===== config.mk =====
export PLATFORM = sky130hd
export DESIGN_NAME = core_top
export DESIGN_NICKNAME = d
export VERILOG_FILES = /design/src/hw/core_pkg.sv /design/src/hw/core_ctrl.sv /design/src/hw/core_top.sv /design/src/hw/decode_unit.sv /design/src/hw/execute_unit.sv /design/src/hw/fetch_unit.sv /design/src/hw/reg_file.sv /design/src/hw/store_unit.sv
export SDC_FILE = /design/constraint.sdc
export NUM_CORES = 2
export LEC_CHECK = 0
export BUFFER_PORTS_ARGS = -buffer_cell sky130_fd_sc_hd__buf_4
export CAP_MARGIN = 30
export CORE_ASPECT_RATIO = 0.6
export CORE_UTILIZATION = 38
export DETAILED_ROUTE_END_ITERATION = 7
export PLACE_DENSITY_LB_ADDON = 0.25
export SYNTH_ARGS = -nofsm -noshare
export SYNTH_HDL_FRONTEND = slang
export SYNTH_SLANG_ARGS = --single-unit

===== constraint.sdc =====
create_clock -name clk_i -period 11.5 [get_ports clk_i]
set_input_delay 0 -clock clk_i [delete_from_list [all_inputs] [get_ports clk_i]]
set_output_delay 0 -clock clk_i [all_outputs]
set_load 0.01 [all_outputs]

===== src/hw/core_pkg.sv =====
package core_pkg;

    typedef logic [31:0] word_t;
    typedef logic [31:0] addr_t;
    typedef logic [4:0]  reg_idx_t;

    localparam addr_t RESET_PC  = 32'h0000_0000;
    // addi x0, x0, 0
    localparam word_t NOP_INSTR = 32'h0000_0013;

    localparam logic [6:0] OPC_OP     = 7'b0110011;
    localparam logic [6:0] OPC_OP_IMM = 7'b0010011;
    localparam logic [6:0] OPC_LUI    = 7'b0110111;
    localparam logic [6:0] OPC_BRANCH = 7'b1100011;
    localparam logic [6:0] OPC_JAL    = 7'b1101111;
    localparam logic [6:0] OPC_STORE  = 7'b0100011;

    typedef enum logic [3:0] {
        ALU_ADD,
        ALU_SUB,
        ALU_AND,
        ALU_OR,
        ALU_XOR,
        ALU_PASS_B,
        ALU_BEQ,
        ALU_BNE,
        ALU_JAL,
        ALU_STORE,
        ALU_NONE
    } alu_op_e;

    typedef struct packed {
        logic       cyc;
        logic       stb;
        logic       we;
        addr_t      adr;
        word_t      dat;
        logic [3:0] sel;
    } wb_req_t;

    typedef struct packed {
        logic  ack;
        word_t dat;
    } wb_rsp_t;

    typedef struct packed {
        logic  valid;
        addr_t pc;
        word_t instr;
    } fetch_pkt_t;

    typedef struct packed {
        logic     valid;
        alu_op_e  op;
        addr_t    pc;
        reg_idx_t rd;
        reg_idx_t rs1;
        reg_idx_t rs2;
        word_t    imm;
        logic     use_imm;
        logic     writes_rd;
    } uop_t;

    typedef struct packed {
        uop_t  uop;
        word_t a;
        word_t b;
    } exec_pkt_t;

    typedef struct packed {
        logic     valid;
        reg_idx_t rd;
        word_t    data;
    } wb_write_t;

    typedef struct packed {
        logic  valid;
        addr_t adr;
        word_t data;
    } store_req_t;

endpackage


===== src/hw/core_ctrl.sv =====
`timescale 1ns/10ps

module core_ctrl (
    input  logic                clk_i,
    input  logic                rst_i,
    input  logic                fetch_busy_i,
    input  core_pkg::uop_t      dec_uop_i,
    input  logic                exec_redirect_i,
    input  core_pkg::addr_t     exec_target_i,
    input  logic                exec_is_store_i,
    input  logic                store_busy_i,
    input  core_pkg::wb_write_t wb_write_i,
    output logic                stall_fetch_o,
    output logic                stall_dec_o,
    output logic                stall_read_o,
    output logic                stall_exec_o,
    output logic                flush_o,
    output core_pkg::addr_t     redirect_pc_o
);
    import core_pkg::*;

    // One pending bit per register, bit zero stays clear
    logic [31:0] pending_q;
    logic        hazard;
    logic        issue;

    always_comb begin
        hazard = dec_uop_i.valid &&
                 (pending_q[dec_uop_i.rs1] || pending_q[dec_uop_i.rs2]);
    end

    assign stall_exec_o  = exec_is_store_i && store_busy_i;
    assign stall_read_o  = stall_exec_o || hazard;
    assign stall_dec_o   = stall_read_o;
    assign stall_fetch_o = stall_dec_o;

    assign flush_o       = exec_redirect_i;
    assign redirect_pc_o = exec_target_i;

    // Micro-op leaving read with a destination
    assign issue = dec_uop_i.valid && dec_uop_i.writes_rd && !stall_read_o && !flush_o;

    always_ff @(posedge clk_i) begin
        if (rst_i) begin
            pending_q <= '0;
        end else begin
            if (wb_write_i.valid) begin
                pending_q[wb_write_i.rd] <= 1'b0;
            end
            // A new writer wins over a retiring one
            if (issue && dec_uop_i.rd != '0) begin
                pending_q[dec_uop_i.rd] <= 1'b1;
            end
        end
    end

    // Branches never sit behind a busy store
    assert property (@(posedge clk_i) disable iff (rst_i)
        !(flush_o && stall_exec_o));

    // A redirect never opens a fetch on the same edge
    assert property (@(posedge clk_i) disable iff (rst_i)
        flush_o |=> (!fetch_busy_i || $past(fetch_busy_i)));

endmodule


===== src/hw/core_top.sv =====
`timescale 1ns/10ps

module core_top (
    input  logic              clk_i,
    input  logic              rst_i,
    output core_pkg::wb_req_t ibus_req_o,
    input  core_pkg::wb_rsp_t ibus_rsp_i,
    output core_pkg::wb_req_t dbus_req_o,
    input  core_pkg::wb_rsp_t dbus_rsp_i
);
    import core_pkg::*;

    logic       stall_fetch;
    logic       stall_dec;
    logic       stall_read;
    logic       stall_exec;
    logic       flush;
    addr_t      redirect_pc;
    logic       fetch_busy;
    logic       exec_redirect;
    addr_t      exec_target;
    logic       exec_is_store;
    logic       store_busy;
    fetch_pkt_t fetch_pkt;
    uop_t       dec_uop;
    exec_pkt_t  exec_pkt;
    wb_write_t  wb_write;
    store_req_t store_req;

    core_ctrl core_ctrl_inst (
        .clk_i           (clk_i),
        .rst_i           (rst_i),
        .fetch_busy_i    (fetch_busy),
        .dec_uop_i       (dec_uop),
        .exec_redirect_i (exec_redirect),
        .exec_target_i   (exec_target),
        .exec_is_store_i (exec_is_store),
        .store_busy_i    (store_busy),
        .wb_write_i      (wb_write),
        .stall_fetch_o   (stall_fetch),
        .stall_dec_o     (stall_dec),
        .stall_read_o    (stall_read),
        .stall_exec_o    (stall_exec),
        .flush_o         (flush),
        .redirect_pc_o   (redirect_pc)
    );

    fetch_unit fetch_unit_inst (
        .clk_i         (clk_i),
        .rst_i         (rst_i),
        .stall_i       (stall_fetch),
        .flush_i       (flush),
        .redirect_pc_i (redirect_pc),
        .ibus_req_o    (ibus_req_o),
        .ibus_rsp_i    (ibus_rsp_i),
        .fetch_o       (fetch_pkt),
        .busy_o        (fetch_busy)
    );

    decode_unit decode_unit_inst (
        .clk_i   (clk_i),
        .rst_i   (rst_i),
        .stall_i (stall_dec),
        .flush_i (flush),
        .fetch_i (fetch_pkt),
        .uop_o   (dec_uop)
    );

    reg_file reg_file_inst (
        .clk_i        (clk_i),
        .rst_i        (rst_i),
        .stall_i      (stall_read),
        .stall_exec_i (stall_exec),
        .flush_i      (flush),
        .uop_i        (dec_uop),
        .wb_write_i   (wb_write),
        .exec_o       (exec_pkt)
    );

    execute_unit execute_unit_inst (
        .clk_i      (clk_i),
        .rst_i      (rst_i),
        .stall_i    (stall_exec),
        .exec_i     (exec_pkt),
        .redirect_o (exec_redirect),
        .target_o   (exec_target),
        .is_store_o (exec_is_store),
        .wb_write_o (wb_write),
        .store_o    (store_req)
    );

    store_unit store_unit_inst (
        .clk_i      (clk_i),
        .rst_i      (rst_i),
        .store_i    (store_req),
        .dbus_req_o (dbus_req_o),
        .dbus_rsp_i (dbus_rsp_i),
        .busy_o     (store_busy)
    );

endmodule


===== src/hw/decode_unit.sv =====
`timescale 1ns/10ps

module decode_unit (
    input  logic                 clk_i,
    input  logic                 rst_i,
    input  logic                 stall_i,
    input  logic                 flush_i,
    input  core_pkg::fetch_pkt_t fetch_i,
    output core_pkg::uop_t       uop_o
);
    import core_pkg::*;

    word_t      instr;
    logic [6:0] opcode;
    logic [2:0] funct3;
    word_t      imm_i;
    word_t      imm_s;
    word_t      imm_b;
    word_t      imm_j;
    word_t      imm_u;
    uop_t       uop_d;
    uop_t       uop_q;

    assign instr  = fetch_i.instr;
    assign opcode = instr[6:0];
    assign funct3 = instr[14:12];

    assign imm_i = {{20{instr[31]}}, instr[31:20]};
    assign imm_s = {{20{instr[31]}}, instr[31:25], instr[11:7]};
    assign imm_b = {{19{instr[31]}}, instr[31], instr[7], instr[30:25], instr[11:8], 1'b0};
    assign imm_j = {{11{instr[31]}}, instr[31], instr[19:12], instr[20], instr[30:21], 1'b0};
    assign imm_u = {instr[31:12], 12'b0};

    always_comb begin
        uop_d           = '0;
        uop_d.valid     = fetch_i.valid;
        uop_d.pc        = fetch_i.pc;
        uop_d.op        = ALU_NONE;
        uop_d.rd        = instr[11:7];
        uop_d.rs1       = instr[19:15];
        uop_d.rs2       = instr[24:20];
        case (opcode)
            OPC_OP_IMM, OPC_OP: begin
                case (funct3)
                    3'b000: uop_d.op = (opcode == OPC_OP && instr[30]) ? ALU_SUB : ALU_ADD;
                    3'b100: uop_d.op = ALU_XOR;
                    3'b110: uop_d.op = ALU_OR;
                    3'b111: uop_d.op = ALU_AND;
                    default: uop_d.op = ALU_NONE;
                endcase
                uop_d.use_imm   = (opcode == OPC_OP_IMM);
                uop_d.imm       = imm_i;
                uop_d.writes_rd = (uop_d.op != ALU_NONE);
                if (opcode == OPC_OP_IMM) begin
                    uop_d.rs2 = '0;
                end
            end
            OPC_LUI: begin
                uop_d.op        = ALU_PASS_B;
                uop_d.imm       = imm_u;
                uop_d.use_imm   = 1'b1;
                uop_d.writes_rd = 1'b1;
                uop_d.rs1       = '0;
                uop_d.rs2       = '0;
            end
            OPC_BRANCH: begin
                if (funct3 == 3'b000) begin
                    uop_d.op = ALU_BEQ;
                end else if (funct3 == 3'b001) begin
                    uop_d.op = ALU_BNE;
                end
                uop_d.imm = imm_b;
            end
            OPC_JAL: begin
                uop_d.op        = ALU_JAL;
                uop_d.imm       = imm_j;
                uop_d.writes_rd = 1'b1;
                uop_d.rs1       = '0;
                uop_d.rs2       = '0;
            end
            OPC_STORE: begin
                uop_d.op  = (funct3 == 3'b010) ? ALU_STORE : ALU_NONE;
                uop_d.imm = imm_s;
            end
            default: begin
                uop_d.rs1 = '0;
                uop_d.rs2 = '0;
            end
        endcase
        // Unsupported encodings read nothing
        if (uop_d.op == ALU_NONE) begin
            uop_d.rs1 = '0;
            uop_d.rs2 = '0;
        end
    end

    always_ff @(posedge clk_i) begin
        if (rst_i || flush_i) begin
            uop_q.valid <= 1'b0;
        end else if (!stall_i) begin
            uop_q <= uop_d;
        end
    end

    assign uop_o = uop_q;

endmodule


===== src/hw/execute_unit.sv =====
`timescale 1ns/10ps

module execute_unit (
    input  logic                 clk_i,
    input  logic                 rst_i,
    input  logic                 stall_i,
    input  core_pkg::exec_pkt_t  exec_i,
    output logic                 redirect_o,
    output core_pkg::addr_t      target_o,
    output logic                 is_store_o,
    output core_pkg::wb_write_t  wb_write_o,
    output core_pkg::store_req_t store_o
);
    import core_pkg::*;

    uop_t       uop;
    word_t      op_b;
    word_t      result;
    logic       taken;
    wb_write_t  wb_q;
    store_req_t st_q;

    assign uop  = exec_i.uop;
    assign op_b = uop.use_imm ? uop.imm : exec_i.b;

    always_comb begin
        result = '0;
        taken  = 1'b0;
        case (uop.op)
            ALU_ADD:    result = exec_i.a + op_b;
            ALU_SUB:    result = exec_i.a - op_b;
            ALU_AND:    result = exec_i.a & op_b;
            ALU_OR:     result = exec_i.a | op_b;
            ALU_XOR:    result = exec_i.a ^ op_b;
            ALU_PASS_B: result = op_b;
            ALU_BEQ:    taken  = (exec_i.a == exec_i.b);
            ALU_BNE:    taken  = (exec_i.a != exec_i.b);
            ALU_JAL: begin
                result = uop.pc + 32'd4;
                taken  = 1'b1;
            end
            default:    result = '0;
        endcase
    end

    assign redirect_o = uop.valid && taken;
    assign target_o   = uop.pc + uop.imm;
    assign is_store_o = uop.valid && (uop.op == ALU_STORE);

    always_ff @(posedge clk_i) begin
        if (rst_i) begin
            wb_q.valid <= 1'b0;
            st_q.valid <= 1'b0;
        end else begin
            wb_q.valid <= uop.valid && uop.writes_rd && !stall_i;
            st_q.valid <= is_store_o && !stall_i;
        end
    end

    always_ff @(posedge clk_i) begin
        wb_q.rd   <= uop.rd;
        wb_q.data <= result;
        if (!stall_i) begin
            st_q.adr  <= exec_i.a + uop.imm;
            st_q.data <= exec_i.b;
        end
    end

    assign wb_write_o = wb_q;
    assign store_o    = st_q;

endmodule


===== src/hw/fetch_unit.sv =====
`timescale 1ns/10ps

module fetch_unit (
    input  logic                 clk_i,
    input  logic                 rst_i,
    input  logic                 stall_i,
    input  logic                 flush_i,
    input  core_pkg::addr_t      redirect_pc_i,
    output core_pkg::wb_req_t    ibus_req_o,
    input  core_pkg::wb_rsp_t    ibus_rsp_i,
    output core_pkg::fetch_pkt_t fetch_o,
    output logic                 busy_o
);
    import core_pkg::*;

    typedef enum logic [1:0] {
        IDLE,
        READ,
        DISCARD
    } fetch_state_e;

    fetch_state_e state_q;
    addr_t        pc_q;
    wb_req_t      req_q;
    fetch_pkt_t   pkt_q;

    always_ff @(posedge clk_i) begin
        if (rst_i) begin
            state_q   <= IDLE;
            pc_q      <= RESET_PC;
            req_q     <= '0;
            pkt_q     <= '0;
        end else begin
            // Output slot empties once decode takes it
            if (flush_i) begin
                pkt_q.valid <= 1'b0;
                pkt_q.instr <= NOP_INSTR;
            end else if (!stall_i) begin
                pkt_q.valid <= 1'b0;
            end

            case (state_q)
                IDLE: begin
                    if (flush_i) begin
                        pc_q <= redirect_pc_i;
                    end else if (!pkt_q.valid || !stall_i) begin
                        req_q.cyc <= 1'b1;
                        req_q.stb <= 1'b1;
                        req_q.we  <= 1'b0;
                        req_q.adr <= pc_q;
                        req_q.dat <= '0;
                        req_q.sel <= 4'hf;
                        state_q   <= READ;
                    end
                end
                READ: begin
                    if (ibus_rsp_i.ack) begin
                        req_q.cyc <= 1'b0;
                        req_q.stb <= 1'b0;
                        state_q   <= IDLE;
                        if (flush_i) begin
                            pc_q <= redirect_pc_i;
                        end else begin
                            pkt_q <= '{valid: 1'b1, pc: pc_q, instr: ibus_rsp_i.dat};
                            pc_q  <= pc_q + 32'd4;
                        end
                    end else if (flush_i) begin
                        pc_q    <= redirect_pc_i;
                        state_q <= DISCARD;
                    end
                end
                default: begin
                    // Word in flight belongs to the old path
                    if (flush_i) begin
                        pc_q <= redirect_pc_i;
                    end
                    if (ibus_rsp_i.ack) begin
                        req_q.cyc <= 1'b0;
                        req_q.stb <= 1'b0;
                        state_q   <= IDLE;
                    end
                end
            endcase
        end
    end

    assign ibus_req_o = req_q;
    assign fetch_o    = pkt_q;
    assign busy_o     = (state_q != IDLE);

    assert property (@(posedge clk_i) disable iff (rst_i)
        $rose(ibus_req_o.stb) |-> ibus_req_o.cyc);

endmodule


===== src/hw/reg_file.sv =====
`timescale 1ns/10ps

module reg_file (
    input  logic                clk_i,
    input  logic                rst_i,
    input  logic                stall_i,
    input  logic                stall_exec_i,
    input  logic                flush_i,
    input  core_pkg::uop_t      uop_i,
    input  core_pkg::wb_write_t wb_write_i,
    output core_pkg::exec_pkt_t exec_o
);
    import core_pkg::*;

    word_t     regs_q [1:31];
    word_t     rs1_val;
    word_t     rs2_val;
    exec_pkt_t pkt_q;

    always_ff @(posedge clk_i) begin
        if (wb_write_i.valid && wb_write_i.rd != '0) begin
            regs_q[wb_write_i.rd] <= wb_write_i.data;
        end
    end

    assign rs1_val = (uop_i.rs1 == '0) ? '0 : regs_q[uop_i.rs1];
    assign rs2_val = (uop_i.rs2 == '0) ? '0 : regs_q[uop_i.rs2];

    always_ff @(posedge clk_i) begin
        if (rst_i || flush_i) begin
            pkt_q.uop.valid <= 1'b0;
        end else if (!stall_i) begin
            pkt_q.uop <= uop_i;
            pkt_q.a   <= rs1_val;
            pkt_q.b   <= rs2_val;
        end else if (!stall_exec_i) begin
            // Hazard only, execute moved on so leave a bubble
            pkt_q.uop.valid <= 1'b0;
        end
    end

    assign exec_o = pkt_q;

endmodule


===== src/hw/store_unit.sv =====
`timescale 1ns/10ps

module store_unit (
    input  logic                 clk_i,
    input  logic                 rst_i,
    input  core_pkg::store_req_t store_i,
    output core_pkg::wb_req_t    dbus_req_o,
    input  core_pkg::wb_rsp_t    dbus_rsp_i,
    output logic                 busy_o
);
    import core_pkg::*;

    wb_req_t req_q;

    always_ff @(posedge clk_i) begin
        if (rst_i) begin
            req_q.cyc <= 1'b0;
            req_q.stb <= 1'b0;
        end else if (req_q.cyc) begin
            if (dbus_rsp_i.ack) begin
                req_q.cyc <= 1'b0;
                req_q.stb <= 1'b0;
            end
        end else if (store_i.valid) begin
            req_q.cyc <= 1'b1;
            req_q.stb <= 1'b1;
        end
    end

    // Address and data only change between transfers
    always_ff @(posedge clk_i) begin
        if (!req_q.cyc && store_i.valid) begin
            req_q.we  <= 1'b1;
            req_q.sel <= 4'hf;
            req_q.adr <= store_i.adr;
            req_q.dat <= store_i.data;
        end
    end

    // Also busy while a request is on its way in
    assign busy_o     = req_q.cyc || store_i.valid;
    assign dbus_req_o = req_q;

    assert property (@(posedge clk_i) disable iff (rst_i)
        store_i.valid |-> !req_q.cyc);

endmodule


==> flow_summary.json <==
{
  "clk_latency_ns": 0.81,
  "setup-tns-final_ns": 0,
  "die_h_um": 343,
  "crit_fanout": 46,
  "die_width_um": 570,
  "post-dp-hpwl_um": 134000,
  "crit_buf_inv": 2,
  "finalHoldViolCount": 0,
  "fin_nets": 5059,
  "power_leakage_uw": 0.0292,
  "rows": 124,
  "cts.path.max_buffers": 4,
  "netlist_area_um2": 73600,
  "end_kind": "register",
  "wl_per_cell_um": 29.3,
  "avgSynthCellArea_um2": 15.9,
  "areaGrowthSynthToFinish_pct": 13.4,
  "synth.most_common_cell": "edfxtp_1",
  "drive_gt1_share_pct": 23.0,
  "cts_tree": "yes",
  "cp.required_ns": 12.12,
  "ant_nets": 0,
  "root_buffer": "clkbuf_16",
  "ioPinCount": 210,
  "grt_antenna_before_repair": 12,
  "setup_viol_count_final": 0,
  "cp_slowest_cell": "a211oi_1",
  "viasPerCell": 5.96,
  "reg2reg_slack_ns": 5.29,
  "grt_max_degree": 129,
  "slew-limit-headroom_pct": 24.3,
  "clk_pin_slew_ns": 0.07,
  "synth_top_area_share_pct": 54.8,
  "gr-total-overflow": 0,
  "dominantRegCellSynth": "edfxtp_1",
  "dieArea_um2": 195000,
  "dp_cells": 7190,
  "cp_top_family": "compound AO/OA/AOI/OAI gates",
  "cts.sinks": 1552,
  "tightestPinTransition_ns": 1.11,
  "numPortBuffers": 139,
  "yosysSeqAreaShare_pct": 60.5,
  "finalCritPeriodShare_pct": 54.0,
  "cts_resized": 0,
  "async_flop_share_pct": 0,
  "initial_core_util_pct": 38.4,
  "coreArea_um2": 191000,
  "arrival_ns": 6.83,
  "yosysWarningCount": 0,
  "synth_largest_area_cell": "edfxtp_1",
  "final.setup_skew_ns": 0.0506,
  "cp-start-kind": "register",
  "synth_common_cells": "edfxtp_1 (1344), mux4_2 (592), nor2_1 (327)",
  "first_global_vias": 42489,
  "firstDrtPassIters": 5,
  "synth.area.top_cells": "edfxtp_1 (55%), mux4_2 (18%), dfxtp_1 (5.7%), ha_1 (2.7%), mux2i_1 (2.6%)",
  "whs_ns": 0.0236,
  "total_power_uw": 12100,
  "power_density_nw_per_um2": 145,
  "slew_violations": 0,
  "yosysUniqueCellTypes": 74,
  "fill_cells": 16837,
  "drt-initial-drc-count": 6211,
  "cts_htree_levels": 4,
  "rsz0062_at_grt": "false",
  "cap_violations": 0,
  "wl_um": 220000,
  "critPathKind": "reg -> reg",
  "post_layout_nonfiller_instances": 7519,
  "track_usage_pct": 22.2,
  "synth_edf_count": 1344,
  "synth_cells": 4641,
  "gp_congestion": 0.937,
  "period_minus_slack_ns": 6.21,
  "ys_ff_latch": 1552,
  "slowest_delay_ns": 0.68,
  "drc": 0,
  "fmax_mhz": 161,
  "hp-class": "in -> reg",
  "status": "finished clean",
  "path_cells": "buf_4 -> mux2_2 -> inv_1 -> ha_1 -> o21ai_0 -> or3_1 -> nor3_1 -> nand2_1 -> o21ai_0 -> xnor2_1 -> ha_1 -> a21o_1 -> a21o_1 -> a21oi_1 -> nand3_1 -> a211oi_1 -> o31ai_1 -> a21oi_1 -> xnor2_1 -> o221ai_1",
  "peakVddDrop_mv": 0.112,
  "cts_made_buffers": 150,
  "vias": 44830,
  "grt_pass1_wl_um": 312000
}
==> per-layer routing <==
layer	GRT usage (%)	vias up	wire (um)
met5	0	-	23
met4	3.62	4	3060
met3	6.25	219	26000
met2	30.0	2292	89400
met1	35.4	23477	102000
li1	-	18838	-
==> final timing paths <==
check,from,endpoint,cells past startpoint
max,reg_file_inst.exec_o[65]$_DFFE_PP_,execute_unit_inst.wb_write_o[31]$_DFF_P_,20
min,ibus_rsp_i[30],fetch_unit_inst.fetch_o[30]$_SDFF_PP0_,4
max reg2reg,reg_file_inst.exec_o[65]$_DFFE_PP_,execute_unit_inst.wb_write_o[31]$_DFF_P_,20
min reg2reg,reg_file_inst.exec_o[111]$_DFFE_PP_,execute_unit_inst.wb_write_o[35]$_DFF_P_,0
==> where the power goes <==
part | internal, uW | switching (uW) | total, uW | leakage (uW)
registers | 6150 | 105 | 6260 | 0.0155
clock network | 2700 | 2160 | 4860 | 0.00229
logic | 387 | 554 | 941 | 0.0115
==> area by class of cell <==
| cell class | instances | area (um2) | share of cell area, % |
|---|---|---|---|
| Sequential cell | 1552 | 44500 | 53.3 |
| Multi-Input combinational cell | 2712 | 27800 | 33.3 |
| Clock buffer | 186 | 4080 | 4.88 |
| Tap cell | 2583 | 3230 | 3.87 |
| Timing Repair Buffer | 307 | 2870 | 3.44 |
| Clock inverter | 72 | 589 | 0.706 |
| Inverter | 104 | 390 | 0.468 |
| Antenna cell | 3 | 7.51 | 0.00899 |
==> kinds of logic (layout without fill, tap and decap cells) <==
logic type / after synthesis / after routing / share of synthesized area (%)
adder cells (fa/ha/maj): 164 / 164 / 2.82
other: 2 / 41 / 0.0102
multiplexers: 796 / 796 / 20.9
AND/OR/NAND/NOR: 873 / 873 / 5.39
AO/OA/AOI/OAI: 650 / 650 / 5.76
XOR/XNOR: 191 / 191 / 2.27
buffers and inverters: 413 / 669 / 2.34
flip-flops: 1552 / 1552 / 60.5
==> flip-flops by register name, summed over array words and instances, names as in the netlist, 34 cells and up <==
name and flops:
store_unit_inst.dbus_req_o 66, execute_unit_inst.wb_write_o 38, decode_unit_inst.uop_o 86, execute_unit_inst.store_o 65, fetch_unit_inst.ibus_req_o 34, fetch_unit_inst.fetch_o 65
reg_file_inst.regs_q 992, reg_file_inst.exec_o 140
==> repair_timing <==
| item | 4_1_cts | 5_1_grt |
|---|---|---|
| hold endpoints to repair | 54 | 0 |
| hold buffers | 57 | 0 |
| buffers inserted | 0 | 0 |
==> through the flow <==
step | util, % | setup WS [ns] | instance area (um2)
finish | 43.6 | 5.29 | 83500
global route | 43.6 | 5.11 | 83500
CTS | 43.4 | 5.45 | 83200
detailed placement | 40.7 | 5.49 | 78000
global placement | 40.6 | 5.52 | 77800
floorplan | - | 2.98 | 73700
==> worst register-to-register path, cell delays in order (launching register included) <==
cell,delay (ns)
edfxtp_1,0.32
buf_4,0.56
mux2_2,0.46
inv_1,0.13
ha_1,0.20
o21ai_0,0.18
or3_1,0.49
nor3_1,0.54
nand2_1,0.25
o21ai_0,0.25
xnor2_1,0.10
ha_1,0.37
a21o_1,0.19
a21o_1,0.17
a21oi_1,0.33
nand3_1,0.13
a211oi_1,0.68
o31ai_1,0.22
a21oi_1,0.21
xnor2_1,0.13
o221ai_1,0.12
==> cell usage in the layout, fill, tap and decap left out, drive strengths merged, types with 29 or more instances in the layout <==
master,synthesis,routed
a211oi,30,30
a21o,58,58
a21oi,239,239
a221oi,29,29
buf,121,249
clkbuf,188,187
clkinv,1,50
conb,2,38
dfxtp,208,208
dlygate4sd3,0,57
edfxtp,1344,1344
ha,161,161
inv,103,109
mux2i,193,193
mux4,592,592
nand2,261,261
nand3,49,49
nand4,29,29
nor2,327,327
nor3,35,35
o211ai,32,32
o21ai,83,83
xnor2,145,145
xor2,46,46
No activity file was read; power rests on OpenSTA's default activity.
